==> config.mk <==
export PLATFORM = sky130hd
export DESIGN_NAME = md_unit
export DESIGN_NICKNAME = d
export VERILOG_FILES = /design/src/logic/md_arith_pkg.sv /design/src/logic/md_io_pkg.sv /design/src/logic/booth_recoder.sv /design/src/logic/div_iter.sv /design/src/logic/md_ctrl.sv /design/src/logic/md_result.sv /design/src/logic/md_unit.sv /design/src/logic/mul_accum.sv /design/src/logic/mul_seq.sv
export VERILOG_INCLUDE_DIRS = /design/src /design/src/include
export SDC_FILE = /design/constraint.sdc
export NUM_CORES = 1
export LEC_CHECK = 0
export BUFFER_PORTS_ARGS = -buffer_cell sky130_fd_sc_hd__buf_4
export CORE_MARGIN = 4
export CORE_UTILIZATION = 40
export CTS_CLUSTER_DIAMETER = 60
export CTS_CLUSTER_SIZE = 10
export DETAILED_ROUTE_END_ITERATION = 8
export GPL_TIMING_DRIVEN = 0
export HOLD_SLACK_MARGIN = 0.05
export PLACE_DENSITY = 0.58
export SETUP_SLACK_MARGIN = 0.05
export SLEW_MARGIN = 10
export SYNTH_ARGS = -nofsm -noshare
export SYNTH_HDL_FRONTEND = slang
export SYNTH_HIERARCHICAL = 1
export SYNTH_SLANG_ARGS = --single-unit
==> constraint.sdc <==
create_clock -name clk -period 7 [get_ports clk]
set_input_delay 1.05 -clock clk [delete_from_list [all_inputs] [get_ports clk]]
set_output_delay 1.05 -clock clk [all_outputs]
set_load 0.1 [all_outputs]
==> src/include/md_defines.svh <==
`ifndef MD_DEFINES_SVH
`define MD_DEFINES_SVH

// operand width
`define MD_XLEN 32

// booth recoders working in parallel, two multiplier bits each
`define MD_BOOTH_PER_CYCLE 4

// 8 multiplier bits per iteration, 40 bits cover the 33-bit extended multiplier
`define MD_MUL_CYCLES 5

// one quotient bit per iteration
`define MD_DIV_CYCLES 32

`endif

==> src/logic/md_arith_pkg.sv <==
`include "md_defines.svh"

package md_arith_pkg;

   typedef enum logic [1:0] {
      ST_IDLE,
      ST_MUL,
      ST_DIV
   } md_state_e;

   // one booth digit times the multiplicand
   // negative digits come as ones complement plus neg
   typedef struct packed {
      logic [`MD_XLEN+1:0] pp;
      logic                neg;
   } booth_pp_t;

endpackage

==> src/logic/md_io_pkg.sv <==
`include "md_defines.svh"

package md_io_pkg;

   typedef enum logic {
      MD_OP_MUL,
      MD_OP_DIV
   } md_op_e;

   // for divide, lo is the quotient and hi the remainder
   typedef enum logic {
      MD_OUT_LO,
      MD_OUT_HI
   } md_sel_e;

   typedef struct packed {
      md_op_e              op;
      logic                in_1_signed;
      logic                in_2_signed;
      md_sel_e             out_sel;
      logic [`MD_XLEN-1:0] in_1;   // multiplier / dividend
      logic [`MD_XLEN-1:0] in_2;   // multiplicand / divisor
   } md_req_t;

   typedef struct packed {
      logic [`MD_XLEN-1:0] result;
   } md_resp_t;

endpackage

==> src/logic/booth_recoder.sv <==
`include "md_defines.svh"

module booth_recoder (
   input  logic [2:0]              booth_win,
   input  logic [`MD_XLEN+1:0]     mcand,
   output md_arith_pkg::booth_pp_t pp
);

   logic [`MD_XLEN+1:0] mcand_x2;

   assign mcand_x2 = {mcand[`MD_XLEN:0], 1'b0};

   // digit = -2*b2 + b1 + b0
   always_comb begin
      case (booth_win)
         3'b001, 3'b010: begin
            pp.pp  = mcand;
            pp.neg = 1'b0;
         end
         3'b011: begin
            pp.pp  = mcand_x2;
            pp.neg = 1'b0;
         end
         3'b100: begin
            pp.pp  = ~mcand_x2;   // -2m
            pp.neg = 1'b1;
         end
         3'b101, 3'b110: begin
            pp.pp  = ~mcand;      // -m
            pp.neg = 1'b1;
         end
         default: begin
            pp.pp  = '0;          // 000 and 111
            pp.neg = 1'b0;
         end
      endcase
   end

endmodule

==> src/logic/div_iter.sv <==
`include "md_defines.svh"

module div_iter (
   input  logic                clk,
   input  logic                reset,
   input  logic                div_start,
   input  md_io_pkg::md_req_t  opnd,
   output logic [`MD_XLEN-1:0] quot,
   output logic [`MD_XLEN-1:0] rem,
   output logic                div_done
);

   localparam int CNT_W = $clog2(`MD_DIV_CYCLES + 1);

   logic [`MD_XLEN-1:0] dvd_q;      // dividend shifts out, quotient shifts in
   logic [`MD_XLEN-1:0] part_rem;
   logic [`MD_XLEN-1:0] dvs;
   logic [CNT_W-1:0]    cnt;
   logic                run;
   logic                fix;
   logic                neg_q;
   logic                neg_r;
   logic                dvs_zero;
   logic                a_neg;
   logic                b_neg;
   logic [`MD_XLEN:0]   shifted;
   logic [`MD_XLEN+1:0] trial;

   assign a_neg = opnd.in_1_signed & opnd.in_1[`MD_XLEN-1];
   assign b_neg = opnd.in_2_signed & opnd.in_2[`MD_XLEN-1];

   assign shifted = {part_rem, dvd_q[`MD_XLEN-1]};
   assign trial   = {1'b0, shifted} - {2'b00, dvs};   // msb set means borrow

   always_ff @(posedge clk) begin
      if (reset) begin
         run      <= 1'b0;
         fix      <= 1'b0;
         cnt      <= '0;
         div_done <= 1'b0;
      end else begin
         div_done <= fix;
         fix      <= run && (cnt == CNT_W'(1));
         if (div_start) begin
            run <= 1'b1;
            cnt <= CNT_W'(`MD_DIV_CYCLES);
         end else if (run) begin
            cnt <= cnt - 1'b1;
            if (cnt == CNT_W'(1)) begin
               run <= 1'b0;
            end
         end
      end
   end

   always_ff @(posedge clk) begin
      if (div_start) begin
         dvd_q    <= a_neg ? -opnd.in_1 : opnd.in_1;   // magnitudes
         dvs      <= b_neg ? -opnd.in_2 : opnd.in_2;
         part_rem <= '0;
         neg_q    <= a_neg ^ b_neg;
         neg_r    <= a_neg;
         dvs_zero <= (opnd.in_2 == '0);
      end else if (run) begin
         if (!trial[`MD_XLEN+1]) begin
            part_rem <= trial[`MD_XLEN-1:0];
            dvd_q    <= {dvd_q[`MD_XLEN-2:0], 1'b1};
         end else begin
            part_rem <= shifted[`MD_XLEN-1:0];   // restore
            dvd_q    <= {dvd_q[`MD_XLEN-2:0], 1'b0};
         end
      end
   end

   // sign fix, zero divisor keeps the dividend as remainder
   always_ff @(posedge clk) begin
      if (fix) begin
         if (dvs_zero) begin
            quot <= '1;
         end else begin
            quot <= neg_q ? -dvd_q : dvd_q;
         end
         rem <= neg_r ? -part_rem : part_rem;
      end
   end

endmodule

==> src/logic/md_ctrl.sv <==
`include "md_defines.svh"

module md_ctrl (
   input  logic                 clk,
   input  logic                 reset,
   input  logic                 req_valid,
   input  md_io_pkg::md_req_t   req,
   output logic                 req_ready,
   output logic                 mul_start,
   output logic                 div_start,
   output md_io_pkg::md_req_t   opnd,
   input  logic                 done
);

   md_arith_pkg::md_state_e state;
   logic                    start_q;
   logic                    accept;

   assign req_ready = (state == md_arith_pkg::ST_IDLE);
   assign accept    = req_valid && req_ready;

   // start strobe goes out the cycle after acceptance
   assign mul_start = start_q && (state == md_arith_pkg::ST_MUL);
   assign div_start = start_q && (state == md_arith_pkg::ST_DIV);

   always_ff @(posedge clk) begin
      if (reset) begin
         state   <= md_arith_pkg::ST_IDLE;
         start_q <= 1'b0;
      end else begin
         start_q <= accept;
         case (state)
            md_arith_pkg::ST_IDLE: begin
               if (accept) begin
                  if (req.op == md_io_pkg::MD_OP_MUL) begin
                     state <= md_arith_pkg::ST_MUL;
                  end else begin
                     state <= md_arith_pkg::ST_DIV;
                  end
               end
            end
            md_arith_pkg::ST_MUL,
            md_arith_pkg::ST_DIV: begin
               if (done) begin
                  state <= md_arith_pkg::ST_IDLE;   // ready again with resp_valid
               end
            end
            default: begin
               state <= md_arith_pkg::ST_IDLE;
            end
         endcase
      end
   end

   // operands and selects held for the whole operation
   always_ff @(posedge clk) begin
      if (accept) begin
         opnd <= req;
      end
   end

endmodule

==> src/logic/md_result.sv <==
`include "md_defines.svh"

module md_result (
   input  logic                  clk,
   input  logic                  reset,
   input  md_io_pkg::md_req_t    opnd,
   input  logic [2*`MD_XLEN-1:0] product,
   input  logic                  mul_done,
   input  logic [`MD_XLEN-1:0]   quot,
   input  logic [`MD_XLEN-1:0]   rem,
   input  logic                  div_done,
   output logic                  resp_valid,
   output md_io_pkg::md_resp_t   resp
);

   logic [`MD_XLEN-1:0] word;

   always_comb begin
      if (opnd.op == md_io_pkg::MD_OP_MUL) begin
         if (opnd.out_sel == md_io_pkg::MD_OUT_HI) begin
            word = product[2*`MD_XLEN-1:`MD_XLEN];
         end else begin
            word = product[`MD_XLEN-1:0];
         end
      end else begin
         if (opnd.out_sel == md_io_pkg::MD_OUT_HI) begin
            word = rem;
         end else begin
            word = quot;
         end
      end
   end

   always_ff @(posedge clk) begin
      if (mul_done || div_done) begin
         resp.result <= word;
      end
   end

   // one-cycle strobe, no back-pressure
   always_ff @(posedge clk) begin
      if (reset) begin
         resp_valid <= 1'b0;
      end else begin
         resp_valid <= mul_done || div_done;
      end
   end

endmodule

==> src/logic/md_unit.sv <==
`include "md_defines.svh"

module md_unit (
   input  logic                clk,
   input  logic                reset,
   input  logic                req_valid,
   input  md_io_pkg::md_req_t  req,
   output logic                req_ready,
   output logic                resp_valid,
   output md_io_pkg::md_resp_t resp
);

   md_io_pkg::md_req_t                               opnd;
   logic                                             mul_start;
   logic                                             div_start;
   logic                                             done;
   logic [`MD_XLEN+1:0]                              mcand;
   logic [`MD_BOOTH_PER_CYCLE-1:0][2:0]              booth_win;
   md_arith_pkg::booth_pp_t [`MD_BOOTH_PER_CYCLE-1:0] pps;
   logic                                             step;
   logic                                             mul_last;
   logic [2*`MD_XLEN-1:0]                            product;
   logic                                             mul_done;
   logic [`MD_XLEN-1:0]                              quot;
   logic [`MD_XLEN-1:0]                              rem;
   logic                                             div_done;

   assign done = mul_done | div_done;

   md_ctrl u_ctrl (
      .clk       (clk),
      .reset     (reset),
      .req_valid (req_valid),
      .req       (req),
      .req_ready (req_ready),
      .mul_start (mul_start),
      .div_start (div_start),
      .opnd      (opnd),
      .done      (done)
   );

   mul_seq u_mul_seq (
      .clk       (clk),
      .reset     (reset),
      .mul_start (mul_start),
      .opnd      (opnd),
      .mcand     (mcand),
      .booth_win (booth_win),
      .step      (step),
      .mul_last  (mul_last)
   );

   for (genvar k = 0; k < `MD_BOOTH_PER_CYCLE; k++) begin : g_booth
      booth_recoder u_booth (
         .booth_win (booth_win[k]),
         .mcand     (mcand),
         .pp        (pps[k])
      );
   end

   mul_accum u_mul_accum (
      .clk      (clk),
      .reset    (reset),
      .step     (step),
      .mul_last (mul_last),
      .pps      (pps),
      .product  (product),
      .mul_done (mul_done)
   );

   div_iter u_div_iter (
      .clk       (clk),
      .reset     (reset),
      .div_start (div_start),
      .opnd      (opnd),
      .quot      (quot),
      .rem       (rem),
      .div_done  (div_done)
   );

   md_result u_result (
      .clk        (clk),
      .reset      (reset),
      .opnd       (opnd),
      .product    (product),
      .mul_done   (mul_done),
      .quot       (quot),
      .rem        (rem),
      .div_done   (div_done),
      .resp_valid (resp_valid),
      .resp       (resp)
   );

endmodule

==> src/logic/mul_accum.sv <==
`include "md_defines.svh"

module mul_accum (
   input  logic                                             clk,
   input  logic                                             reset,
   input  logic                                             step,
   input  logic                                             mul_last,
   input  md_arith_pkg::booth_pp_t [`MD_BOOTH_PER_CYCLE-1:0] pps,
   output logic [2*`MD_XLEN-1:0]                            product,
   output logic                                             mul_done
);

   localparam int SHIFT = 2 * `MD_BOOTH_PER_CYCLE;
   localparam int LO_W  = `MD_MUL_CYCLES * SHIFT;
   localparam int PP_W  = `MD_XLEN + 2;
   localparam int HI_W  = PP_W + SHIFT;   // room for four weighted pps plus carry

   logic [HI_W-1:0] hi;     // running sum above the bits already retired
   logic [LO_W-1:0] lo;     // retired low product bits
   logic [HI_W-1:0] sum;
   logic [HI_W-1:0] term;
   logic            first;

   assign product = {hi[2*`MD_XLEN-LO_W-1:0], lo};

   always_comb begin
      sum  = first ? '0 : hi;
      term = '0;
      for (int k = 0; k < `MD_BOOTH_PER_CYCLE; k++) begin
         term = {{(HI_W - PP_W){pps[k].pp[PP_W-1]}}, pps[k].pp};
         sum  = sum + (term << (2 * k)) + (HI_W'(pps[k].neg) << (2 * k));
      end
   end

   always_ff @(posedge clk) begin
      if (step) begin
         hi <= {{SHIFT{sum[HI_W-1]}}, sum[HI_W-1:SHIFT]};   // arithmetic shift
         lo <= {sum[SHIFT-1:0], lo[LO_W-1:SHIFT]};
      end
   end

   always_ff @(posedge clk) begin
      if (reset) begin
         first    <= 1'b1;
         mul_done <= 1'b0;
      end else begin
         mul_done <= mul_last;
         if (step) begin
            first <= mul_last;   // next step starts a new product
         end
      end
   end

endmodule

==> src/logic/mul_seq.sv <==
`include "md_defines.svh"

module mul_seq (
   input  logic                                 clk,
   input  logic                                 reset,
   input  logic                                 mul_start,
   input  md_io_pkg::md_req_t                   opnd,
   output logic [`MD_XLEN+1:0]                  mcand,
   output logic [`MD_BOOTH_PER_CYCLE-1:0][2:0]  booth_win,
   output logic                                 step,
   output logic                                 mul_last
);

   localparam int SHIFT  = 2 * `MD_BOOTH_PER_CYCLE;
   localparam int MPLR_W = `MD_MUL_CYCLES * SHIFT + 1;
   localparam int CNT_W  = $clog2(`MD_MUL_CYCLES);

   logic [MPLR_W-1:0] mplr;   // extended multiplier with a zero below bit 0
   logic [CNT_W-1:0]  cnt;
   logic              busy;
   logic              a_ext;
   logic              b_ext;

   assign a_ext    = opnd.in_1_signed & opnd.in_1[`MD_XLEN-1];
   assign b_ext    = opnd.in_2_signed & opnd.in_2[`MD_XLEN-1];
   assign step     = busy;
   assign mul_last = busy && (cnt == CNT_W'(`MD_MUL_CYCLES - 1));

   // overlapping windows, digit k sits on bits 2k+1..2k-1
   always_comb begin
      for (int k = 0; k < `MD_BOOTH_PER_CYCLE; k++) begin
         booth_win[k] = mplr[2*k +: 3];
      end
   end

   always_ff @(posedge clk) begin
      if (mul_start) begin
         mplr  <= {{(MPLR_W - `MD_XLEN - 1){a_ext}}, opnd.in_1, 1'b0};
         mcand <= {{2{b_ext}}, opnd.in_2};
      end else if (busy) begin
         mplr  <= {{SHIFT{mplr[MPLR_W-1]}}, mplr[MPLR_W-1:SHIFT]};
      end
   end

   always_ff @(posedge clk) begin
      if (reset) begin
         busy <= 1'b0;
         cnt  <= '0;
      end else if (mul_start) begin
         busy <= 1'b1;
         cnt  <= '0;
      end else if (busy) begin
         cnt <= cnt + 1'b1;
         if (mul_last) begin
            busy <= 1'b0;
         end
      end
   end

endmodule
# Word level (Yosys, flattened, before mapping)
# Cells that the tools add are included.
[word_totals] regBits=430 memories=0 word_cells=136 ram_bits=0 latchBits=0 out_inout_bits=34 in_bits=71 mem_bits_ro=0
[op_classes] mux=30 mul=0 eq_ne=30 reduce_logical=22 n_div=0 addsub=15 bitwise=6 n_shift=0 magnitude_cmp=0
[ops] op="$pmux 35 s4" n=4
[ops] op="$mux 32" n=10
[ops] op="$add 42x42->42" n=4
[ops] op="$neg 32->32" n=4
[ops] op="$not 34->34" n=2
[ops] op="$add 42x1->42" n=1
[ops] op="$add 42x3->42" n=1
[ops] op="$add 42x5->42" n=1
[ops] op="$add 42x7->42" n=1
[ops] op="$mux 42" n=1
[ops] op="$mux 41" n=1
[ops] op="$mux 40" n=1
[ops] op="$eq 3x3->1 const B" n=13
[ops] op="$sub 33x32->34" n=1
[ops] op="$logic_not 32->1" n=1
[ops] op="$eq 3x2->1 const B" n=8
[ops] op="$reduce_or 2->1" n=11
[ops] op="$eq 3x1->1 const B" n=4
[ops] op="$mux 6" n=2
[ops] op="$mux 1" n=7
[ops] op="$eq 6x1->1 const B" n=1
[ops] op="$mux 2" n=3
[ops] op="$sub 6x1->6 const B" n=1
[ops] op="$logic_and 1x1->1" n=5
[ops] op="other kinds (12)" n=15

# Depth between registers and ports, before layout
# Gate-level depths: netlist of run 1.
[depth] ltp_word=11 mapped_depth=24

# Cells and area by module
# Netlist of run 1, hierarchy kept.
[modules_own_cells] module="div_iter" instances=1 seq_area_each_um2=4754.6 area_per_inst_um2=10381.2 cells_per_inst=1085
[modules_own_cells] module="mul_accum" instances=1 seq_area_each_um2=2262.2 area_per_inst_um2=8757.1 cells_per_inst=914
[modules_own_cells] module="booth_recoder" instances=4 seq_area_each_um2=0.0 area_per_inst_um2=1249.9 cells_per_inst=131
[modules_own_cells] module="mul_seq" instances=1 seq_area_each_um2=2112.0 area_per_inst_um2=2726.4 cells_per_inst=159
[modules_own_cells] module="md_ctrl" instances=1 seq_area_each_um2=2102.0 area_per_inst_um2=2247.2 cells_per_inst=90
[modules_own_cells] module="md_result" instances=1 seq_area_each_um2=980.9 area_per_inst_um2=1811.7 cells_per_inst=74
[modules_own_cells] module="md_unit" instances=1 seq_area_each_um2=0.0 area_per_inst_um2=6.3 cells_per_inst=1

# Least setup slack after synthesis of run 1
# OpenSTA, ideal clock, no wires.
[synth_path] path_kind="flip-flop to flip-flop" startpoint="register u_mul_seq.mplr[2]" endpoint="register u_mul_accum.hi[26] (data pin)" path_stages_with_launch=24 arrival_time_ps=4841 setup_ps=269 path_slack_ps=1890 period_less_slack_ps=5110 cell_sequence="edfxtp_1 > buf_4 > buf_4 > or3b_1 > buf_2 > buf_6 > o221ai_2 > inv_1 > fa_1 > inv_1 > fa_1 > inv_1 > fa_1 > inv_1 > ha_1 > a21o_1 > a21oi_1 > o21ai_1 > a2111oi_0 > or3_1 > a21oi_2 > a311oi_2 > o31ai_1 > xor2_1"
[synth_lines] element="start, declared" line_no="mul_seq.sv:18" text="logic [MPLR_W-1:0] mplr;"
[synth_lines] element="start signal, assigned" line_no="mul_seq.sv:38" text="mplr <= {{(MPLR_W - `MD_XLEN - 1){a_ext}}, opnd.in_1, 1'b0};"
[synth_lines] element="start signal, assigned" line_no="mul_seq.sv:41" text="mplr <= {{SHIFT{mplr[MPLR_W-1]}}, mplr[MPLR_W-1:SHIFT]};"
[synth_lines] element="end signal, assigned" line_no="mul_accum.sv:37" text="hi <= {{SHIFT{sum[HI_W-1]}}, sum[HI_W-1:SHIFT]};"
[synth_lines] element="end, declared" line_no="mul_accum.sv:18" text="logic [HI_W-1:0] hi;"

==> impl_metrics.json, run 1 <==
{
  "cts_resized": 0,
  "initial_core_util": 0.405,
  "areaGrowthSynthToFinish_pct": 12.4,
  "yosysWarnings": 6,
  "r2r-start": "u_mul_seq/mplr[2]$_DFFE_PP_",
  "fill_cells": 7184,
  "mostFrequentLayoutCells": "inv_1 (399), edfxtp_1 (372), xnor2_1 (241)",
  "rows": 101,
  "cp-start-kind": "flop",
  "die_area_sq_um": 81800,
  "path_buf_inv": 9,
  "htreeDepth": 2,
  "core_sq_um": 76300,
  "clock_sinks": 424,
  "cp_max_fo": 10,
  "worstSetupEndpointType": "flop",
  "antenna_found_initial": 5,
  "routedWlPerCell_um": 21.9,
  "grt.total_usage": 0.214,
  "synthFlopType": "edfxtp_1",
  "ys_types": 88,
  "wl_met2_um": 40400,
  "wl_met3_um": 6460,
  "drt_wl_total_um": 89400,
  "rsz0062_at_grt": "false",
  "cp_data_required_time_ns": 7.33,
  "hold_start": "u_mul_accum/lo[20]$_DFFE_PP_",
  "synth-seq-cells": 424,
  "async_reset_ff_frac": 0,
  "die_w_um": 286,
  "p_per_area_nw_per_um2": 367,
  "dr.max_layer_used": "met4",
  "utilization": 0.456,
  "path_class": "flop to flop",
  "gr-total-overflow": 0,
  "peakVddDrop_uv": 263,
  "io_buffers": 104,
  "clock_skew_ns": 0.0931,
  "ys_seq_area_frac": 0.395,
  "avgSynthCellArea_sq_um": 10.9,
  "globalplace.congestion": 0.931,
  "synth_fp_nets": 3153,
  "arrival_ns": 6.46,
  "path_delay_family": "adder cells",
  "via_per_inst": 5.50,
  "synthCells": 2847,
  "min_path_type": "flop to flop",
  "drt_pass1_iterations": 5,
  "grt_max_degree": 65,
  "clockBufferDepth": 3,
  "max_freq_mhz": 163,
  "min_period_over_period": 0.875,
  "final_common_cell": "inv_1",
  "p_leak_nw": 13.3,
  "path_cells": "buf_4 -> buf_4 -> buf_2 -> clkbuf_1 -> nand4b_1 -> o221ai_2 -> inv_1 -> fa_1 -> inv_1 -> fa_1 -> inv_1 -> fa_1 -> inv_1 -> ha_1 -> clkbuf_1 -> a21oi_1 -> o211ai_1 -> a21oi_1 -> o31ai_1 -> o21a_1 -> o22ai_1 -> o31ai_1 -> or2_2 -> xnor2_1",
  "dpl.hpwl_um": 72100,
  "maxCapViolations": 0,
  "dr_total_vias": 22400,
  "grt_pass1_vias": 22400,
  "hold_viol": 0,
  "io-pin-count": 105,
  "die_h_um": 286,
  "max_stage_delay_ns": 0.60,
  "finalSetupViolCount": 0,
  "status": "finished clean",
  "post_cts_buffers": 0,
  "cts_made_buffers": 54,
  "first_iter_violations": 1858,
  "grt_first_pass_wirelength_um": 136000,
  "cts-root-buf": "clkbuf_16",
  "fin_crit_ns": 6.12,
  "setup-tns-final_ns": 0,
  "synth-edff-count": 372,
  "clk_pin_slew_ns": 0.06,
  "finalMaxSlewViolations": 0,
  "cts_tree": "built",
  "max_slew_margin": 0.344,
  "final_layout_size_suffix_gt1_frac": 0.158,
  "met1_length_um": 40400,
  "nNetsFinal": 3318,
  "cp_slowest_cell": "fa_1",
  "clk_latency_ns": 0.66,
  "cts_hold_buf": 0,
  "syn_area_sq_um": 30900,
  "worst_pin_slew_ns": 0.985,
  "crit_top_cell": "inv_1",
  "startpoint": "u_mul_seq/mplr[2]$_DFFE_PP_",
  "drc": 0,
  "ant_nets": 0
}
-- final timing paths --
check	to	slack (ns)	cells after the start
setup / recovery	u_mul_accum/hi[29]$_DFFE_PP_	0.88	24
hold / removal	u_mul_accum/lo[12]$_DFFE_PP_	0.42	0
setup reg to reg	u_mul_accum/hi[29]$_DFFE_PP_	0.88	24
hold reg to reg	u_mul_accum/lo[12]$_DFFE_PP_	0.42	0
-- per-stage QoR --
step	std cells	hold slack (ns)	instance area, sq um	setup WS [ns]	total power (W)
3_3_place_gp	3981	0.432	33000	0.989	0.0100
5_1_grt	4080	0.427	34800	0.612	0.0137
3_5_place_dp	3986	0.437	33100	0.967	0.0101
4_1_cts	4080	0.424	34800	0.880	0.0128
2_1_floorplan	2847	0.417	30900	1.89	0.00834
6_report	4081	0.418	34800	0.875	0.0128
-- layout make-up --
class                   count  area [sq um]  share of cell area
multi-input cells        1824         16100               0.462
flip-flops and latches    424         12200               0.351
inverters                 399          1500              0.0431
clock buffers              79          1460              0.0418
well taps                1030          1290              0.0371
plain buffers             200          1160              0.0334
repair buffers            109           896              0.0258
clock inverters            15           195             0.00561
diodes                      1          2.50           0.0000720
-- worst reg2reg max path: cells and delay by family (launching register included) --
family	cells	cell delay (ns)
AOI/OAI and AO/OA	8	1.60
xor gates and xnor gates	1	0.12
and+or+nand+nor	2	0.55
buffers and inverters	9	1.24
adders and majority gates	4	1.83
DFF	1	0.45
-- synth_stat cells (5+ instances only) --
cell type / n / area, sq um
nor3_1: 25 / 125
xnor2_1: 241 / 2110
a31oi_1: 12 / 75.1
nand3b_1: 5 / 37.5
nand3_1: 17 / 85.1
ha_1: 123 / 1540
mux4_2: 30 / 676
o221ai_1: 9 / 78.8
fa_1: 112 / 2240
nor4_1: 12 / 75.1
nand2_1: 135 / 507
a211oi_1: 29 / 218
nand4b_1: 134 / 1170
o41ai_1: 13 / 114
or4b_1: 5 / 50.1
a221oi_1: 7 / 61.3
dfxtp_1: 52 / 1040
o21a_1: 7 / 52.6
buf_6: 18 / 203
clkbuf_1: 83 / 312
a22o_1: 23 / 201
o21ai_0: 86 / 430
edfxtp_1: 372 / 11200
nor2b_1: 46 / 288
o211ai_1: 17 / 128
nor2_1: 140 / 526
buf_2: 48 / 240
a21o_1: 40 / 300
o21bai_1: 7 / 52.6
nand2b_1: 13 / 81.3
or4_1: 11 / 82.6
a21oi_1: 143 / 716
and3_1: 22 / 138
nand4_1: 8 / 50.1
o31ai_1: 31 / 233
buf_4: 44 / 330
mux2i_1: 22 / 220
a21boi_0: 5 / 37.5
inv_1: 399 / 1500
o221ai_2: 120 / 1800
and2_1: 12 / 75.1
or2_2: 6 / 37.5
or3_1: 13 / 81.3
xor2_1: 70 / 613
-- metal layers --
layer  GRT usage  up-vias
li1            -    10500
met5           0        -
met3      0.0315      114
met4      0.0555        0
met1       0.309    11100
met2       0.340      751
-- report_power, final --
| part | internal (W) | total (W) | switching (W) |
|---|---|---|---|
| logic | 0.00263 | 0.00651 | 0.00388 |
| registers | 0.00326 | 0.00365 | 0.000389 |
| clock network | 0.00149 | 0.00261 | 0.00112 |
-- flip-flops by register name, indices dropped and copies added, names as in the netlist, 2 cells and up --
signal               flops
u_ctrl/opnd             68
u_ctrl/state             2
u_div_iter/cnt           6
u_div_iter/dvd_q        32
u_div_iter/dvs          32
u_div_iter/part_rem     32
u_div_iter/quot         32
u_div_iter/rem          32
u_mul_accum/hi          34
u_mul_accum/lo          40
u_mul_seq/cnt            3
u_mul_seq/mcand         33
u_mul_seq/mplr          35
u_result/resp           32
-- kinds of logic (layout without fill, tap and decap cells) --
| kind of cell | after synthesis | in the layout | synth area share |
|---|---|---|---|
| compound gates | 589 | 589 | 0.158 |
| buf+inv | 599 | 802 | 0.0860 |
| simple gates | 628 | 628 | 0.117 |
| mux | 57 | 57 | 0.0318 |
| other cells | 0 | 1 | 0 |
| flops | 424 | 424 | 0.395 |
| xor+xnor | 315 | 315 | 0.0902 |
| fa+ha+maj | 235 | 235 | 0.122 |
(Power assumes the default switching activity.)
==> run 2: changes to the inputs <==
- CORE_UTILIZATION: 40 -> 45
- PLACE_DENSITY: 0.58 -> 0.64
==> impl_metrics.json, run 2 (synthesized netlist as in run 1, its figures left out) <==
{
  "dpl.hpwl_um": 71200,
  "cp_slowest_cell": "a2111oi_0",
  "hold_start": "u_mul_accum/lo[14]$_DFFE_PP_",
  "worstSetupEndpointType": "flop",
  "io_buffers": 104,
  "ant_nets": 0,
  "areaGrowthSynthToFinish_pct": 11.5,
  "path_class": "flop to flop",
  "hold_depth": 0,
  "path_delay_family": "compound AO/OA/AOI/OAI gates",
  "die_area_sq_um": 73000,
  "cts_made_buffers": 52,
  "arrival_ns": 6.74,
  "peakVddDrop_uv": 223,
  "io-pin-count": 105,
  "initial_core_util": 0.457,
  "max_stage_delay_ns": 0.59,
  "clock_skew_ns": 0.0497,
  "gr-total-overflow": 0,
  "post_cts_buffers": 0,
  "min_period_over_period": 0.918,
  "htreeDepth": 2,
  "grt_pass1_vias": 22400,
  "largest_reg_flops": 68,
  "final_layout_size_suffix_gt1_frac": 0.156,
  "setup-tns-final_ns": 0,
  "rsz0062_at_grt": "false",
  "rows": 95,
  "dr_total_vias": 22700,
  "worst_pin_slew_ns": 0.962,
  "status": "finished clean",
  "die_w_um": 270,
  "final_common_cell": "inv_1",
  "via_per_inst": 5.77,
  "clockBufferDepth": 3,
  "cts_hold_buf": 0,
  "fin_crit_ns": 6.43,
  "clock_sinks": 424,
  "max_slew_margin": 0.358,
  "reg_top3": "u_ctrl/opnd (68), u_mul_accum/lo (40), u_mul_seq/mplr (35)",
  "cp_data_required_time_ns": 7.32,
  "cp-start-kind": "flop",
  "ff2ff_path_depth": 22,
  "p_per_area_nw_per_um2": 367,
  "drt_pass1_iterations": 5,
  "instances_no_fill": 3926,
  "grt.total_usage": 0.238,
  "clk_latency_ns": 0.62,
  "path_cells": "buf_4 -> buf_2 -> clkbuf_1 -> nand4b_1 -> o221ai_2 -> inv_1 -> fa_1 -> inv_1 -> fa_1 -> inv_1 -> fa_1 -> inv_1 -> ha_1 -> a21o_1 -> a21oi_1 -> o21ai_1 -> a2111oi_0 -> or3_1 -> a21oi_2 -> a311oi_2 -> o31ai_1 -> xor2_1",
  "placed_cells": 3828,
  "reg2reg_slack_ns": 0.57,
  "p_leak_nw": 13.2,
  "drt_wl_total_um": 88700,
  "grt_first_pass_wirelength_um": 135000,
  "nNetsFinal": 3315,
  "grt_max_degree": 66,
  "cp_max_fo": 10,
  "crit_top_cell": "inv_1",
  "die_h_um": 270,
  "clk_pin_slew_ns": 0.06,
  "core_sq_um": 67600,
  "maxCapViolations": 0,
  "path_buf_inv": 7,
  "routedWlPerCell_um": 22.6,
  "cts_resized": 0,
  "finalMaxSlewViolations": 0,
  "max_freq_mhz": 156,
  "top_register": "u_ctrl/opnd",
  "mostFrequentLayoutCells": "inv_1 (399), edfxtp_1 (372), xnor2_1 (241)",
  "hold_viol": 0,
  "r2r-start": "u_mul_seq/mplr[0]$_SDFFE_PP0P_",
  "antenna_found_initial": 3,
  "globalplace.congestion": 0.910,
  "min_path_type": "flop to flop",
  "first_iter_violations": 1903,
  "cts-root-buf": "clkbuf_16",
  "finalSetupViolCount": 0,
  "cts_tree": "built",
  "antennaDiodeCount": 0,
  "drc": 0,
  "timing.rr.end": "u_mul_accum/hi[26]$_DFFE_PP_",
  "hold_path_end": "u_mul_accum/lo[6]$_DFFE_PP_"
}
[run 2: cell types whose count changed in the layout (fill, tap and decap cells not counted), sizes merged]
cell,delta
buf,-1
bufinv,-1
clkbuf,+10
clkinv,-5
clkinvlp,-1
diode,-1
inv,+1
[run 2: worst max-delay path by stage]
stage,cells after the start,endpoint,slack (ns),from
floorplan,23,u_mul_accum/hi[26]$_DFFE_PP_,1.89,u_mul_seq/mplr[2]$_DFFE_PP_
global placement,23,u_mul_accum/hi[26]$_DFFE_PP_,0.73,u_mul_seq/mplr[2]$_DFFE_PP_
detailed placement,22,u_mul_accum/hi[26]$_DFFE_PP_,0.72,u_mul_seq/mplr[0]$_SDFFE_PP0P_
CTS,22,u_mul_accum/hi[26]$_DFFE_PP_,0.64,u_mul_seq/mplr[0]$_SDFFE_PP0P_
global route,22,u_mul_accum/hi[26]$_DFFE_PP_,0.21,u_mul_seq/mplr[0]$_SDFFE_PP0P_
finish,22,u_mul_accum/hi[26]$_DFFE_PP_,0.57,u_mul_seq/mplr[0]$_SDFFE_PP0P_
[run 2: through the flow]
| stage | power [W] | hold WS, ns | worst slack [ns] | area, sq um | utilization |
|---|---|---|---|---|---|
| 3_5_place_dp | 0.0101 | 0.435 | 0.723 | 32900 | 0.486 |
| 6_report | 0.0126 | 0.441 | 0.571 | 34500 | 0.510 |
| 3_3_place_gp | 0.0100 | 0.430 | 0.734 | 32800 | 0.485 |
| 2_1_floorplan | 0.00834 | 0.417 | 1.89 | 30900 | - |
| 4_1_cts | 0.0126 | 0.444 | 0.635 | 34500 | 0.510 |
| 5_1_grt | 0.0135 | 0.451 | 0.206 | 34500 | 0.510 |
[run 2: routing by layer]
metal  vias to the layer above  global-route usage  share of wire
li1                      10500                   -              -
met5                         -                   0              0
met1                     11200               0.345           0.45
met3                       102              0.0387          0.075
met4                         0              0.0570          0.021
met2                       816               0.375           0.46
[run 2: area by class of cell]
class | instances | area (sq um)
Multi-Input combinational cell | 1824 | 16100
Timing Repair Buffer | 108 | 861
Clock inverter | 9 | 124
Fill cell | 5961 | 33200
Inverter | 399 | 1500
Clock buffer | 89 | 1460
Sequential cell | 424 | 12200
Buffer | 200 | 1160
Tap cell | 873 | 1090
[run 2: worst reg2reg max path: cells and delay by family, from the launching register on]
family	cells	cell delay [ns]
compound gates	8	1.99
fa+ha+maj	4	1.85
buf+inv	7	1.17
flops	1	0.48
simple gates	2	0.45
xor+xnor	1	0.17
[run 2: report_power, final]
group | leakage [nW] | switching (W) | total, W | internal, W
combinational | 8.67 | 0.00392 | 0.00653 | 0.00261
sequential | 3.83 | 0.000370 | 0.00363 | 0.00326
clock | 0.750 | 0.00105 | 0.00248 | 0.00143
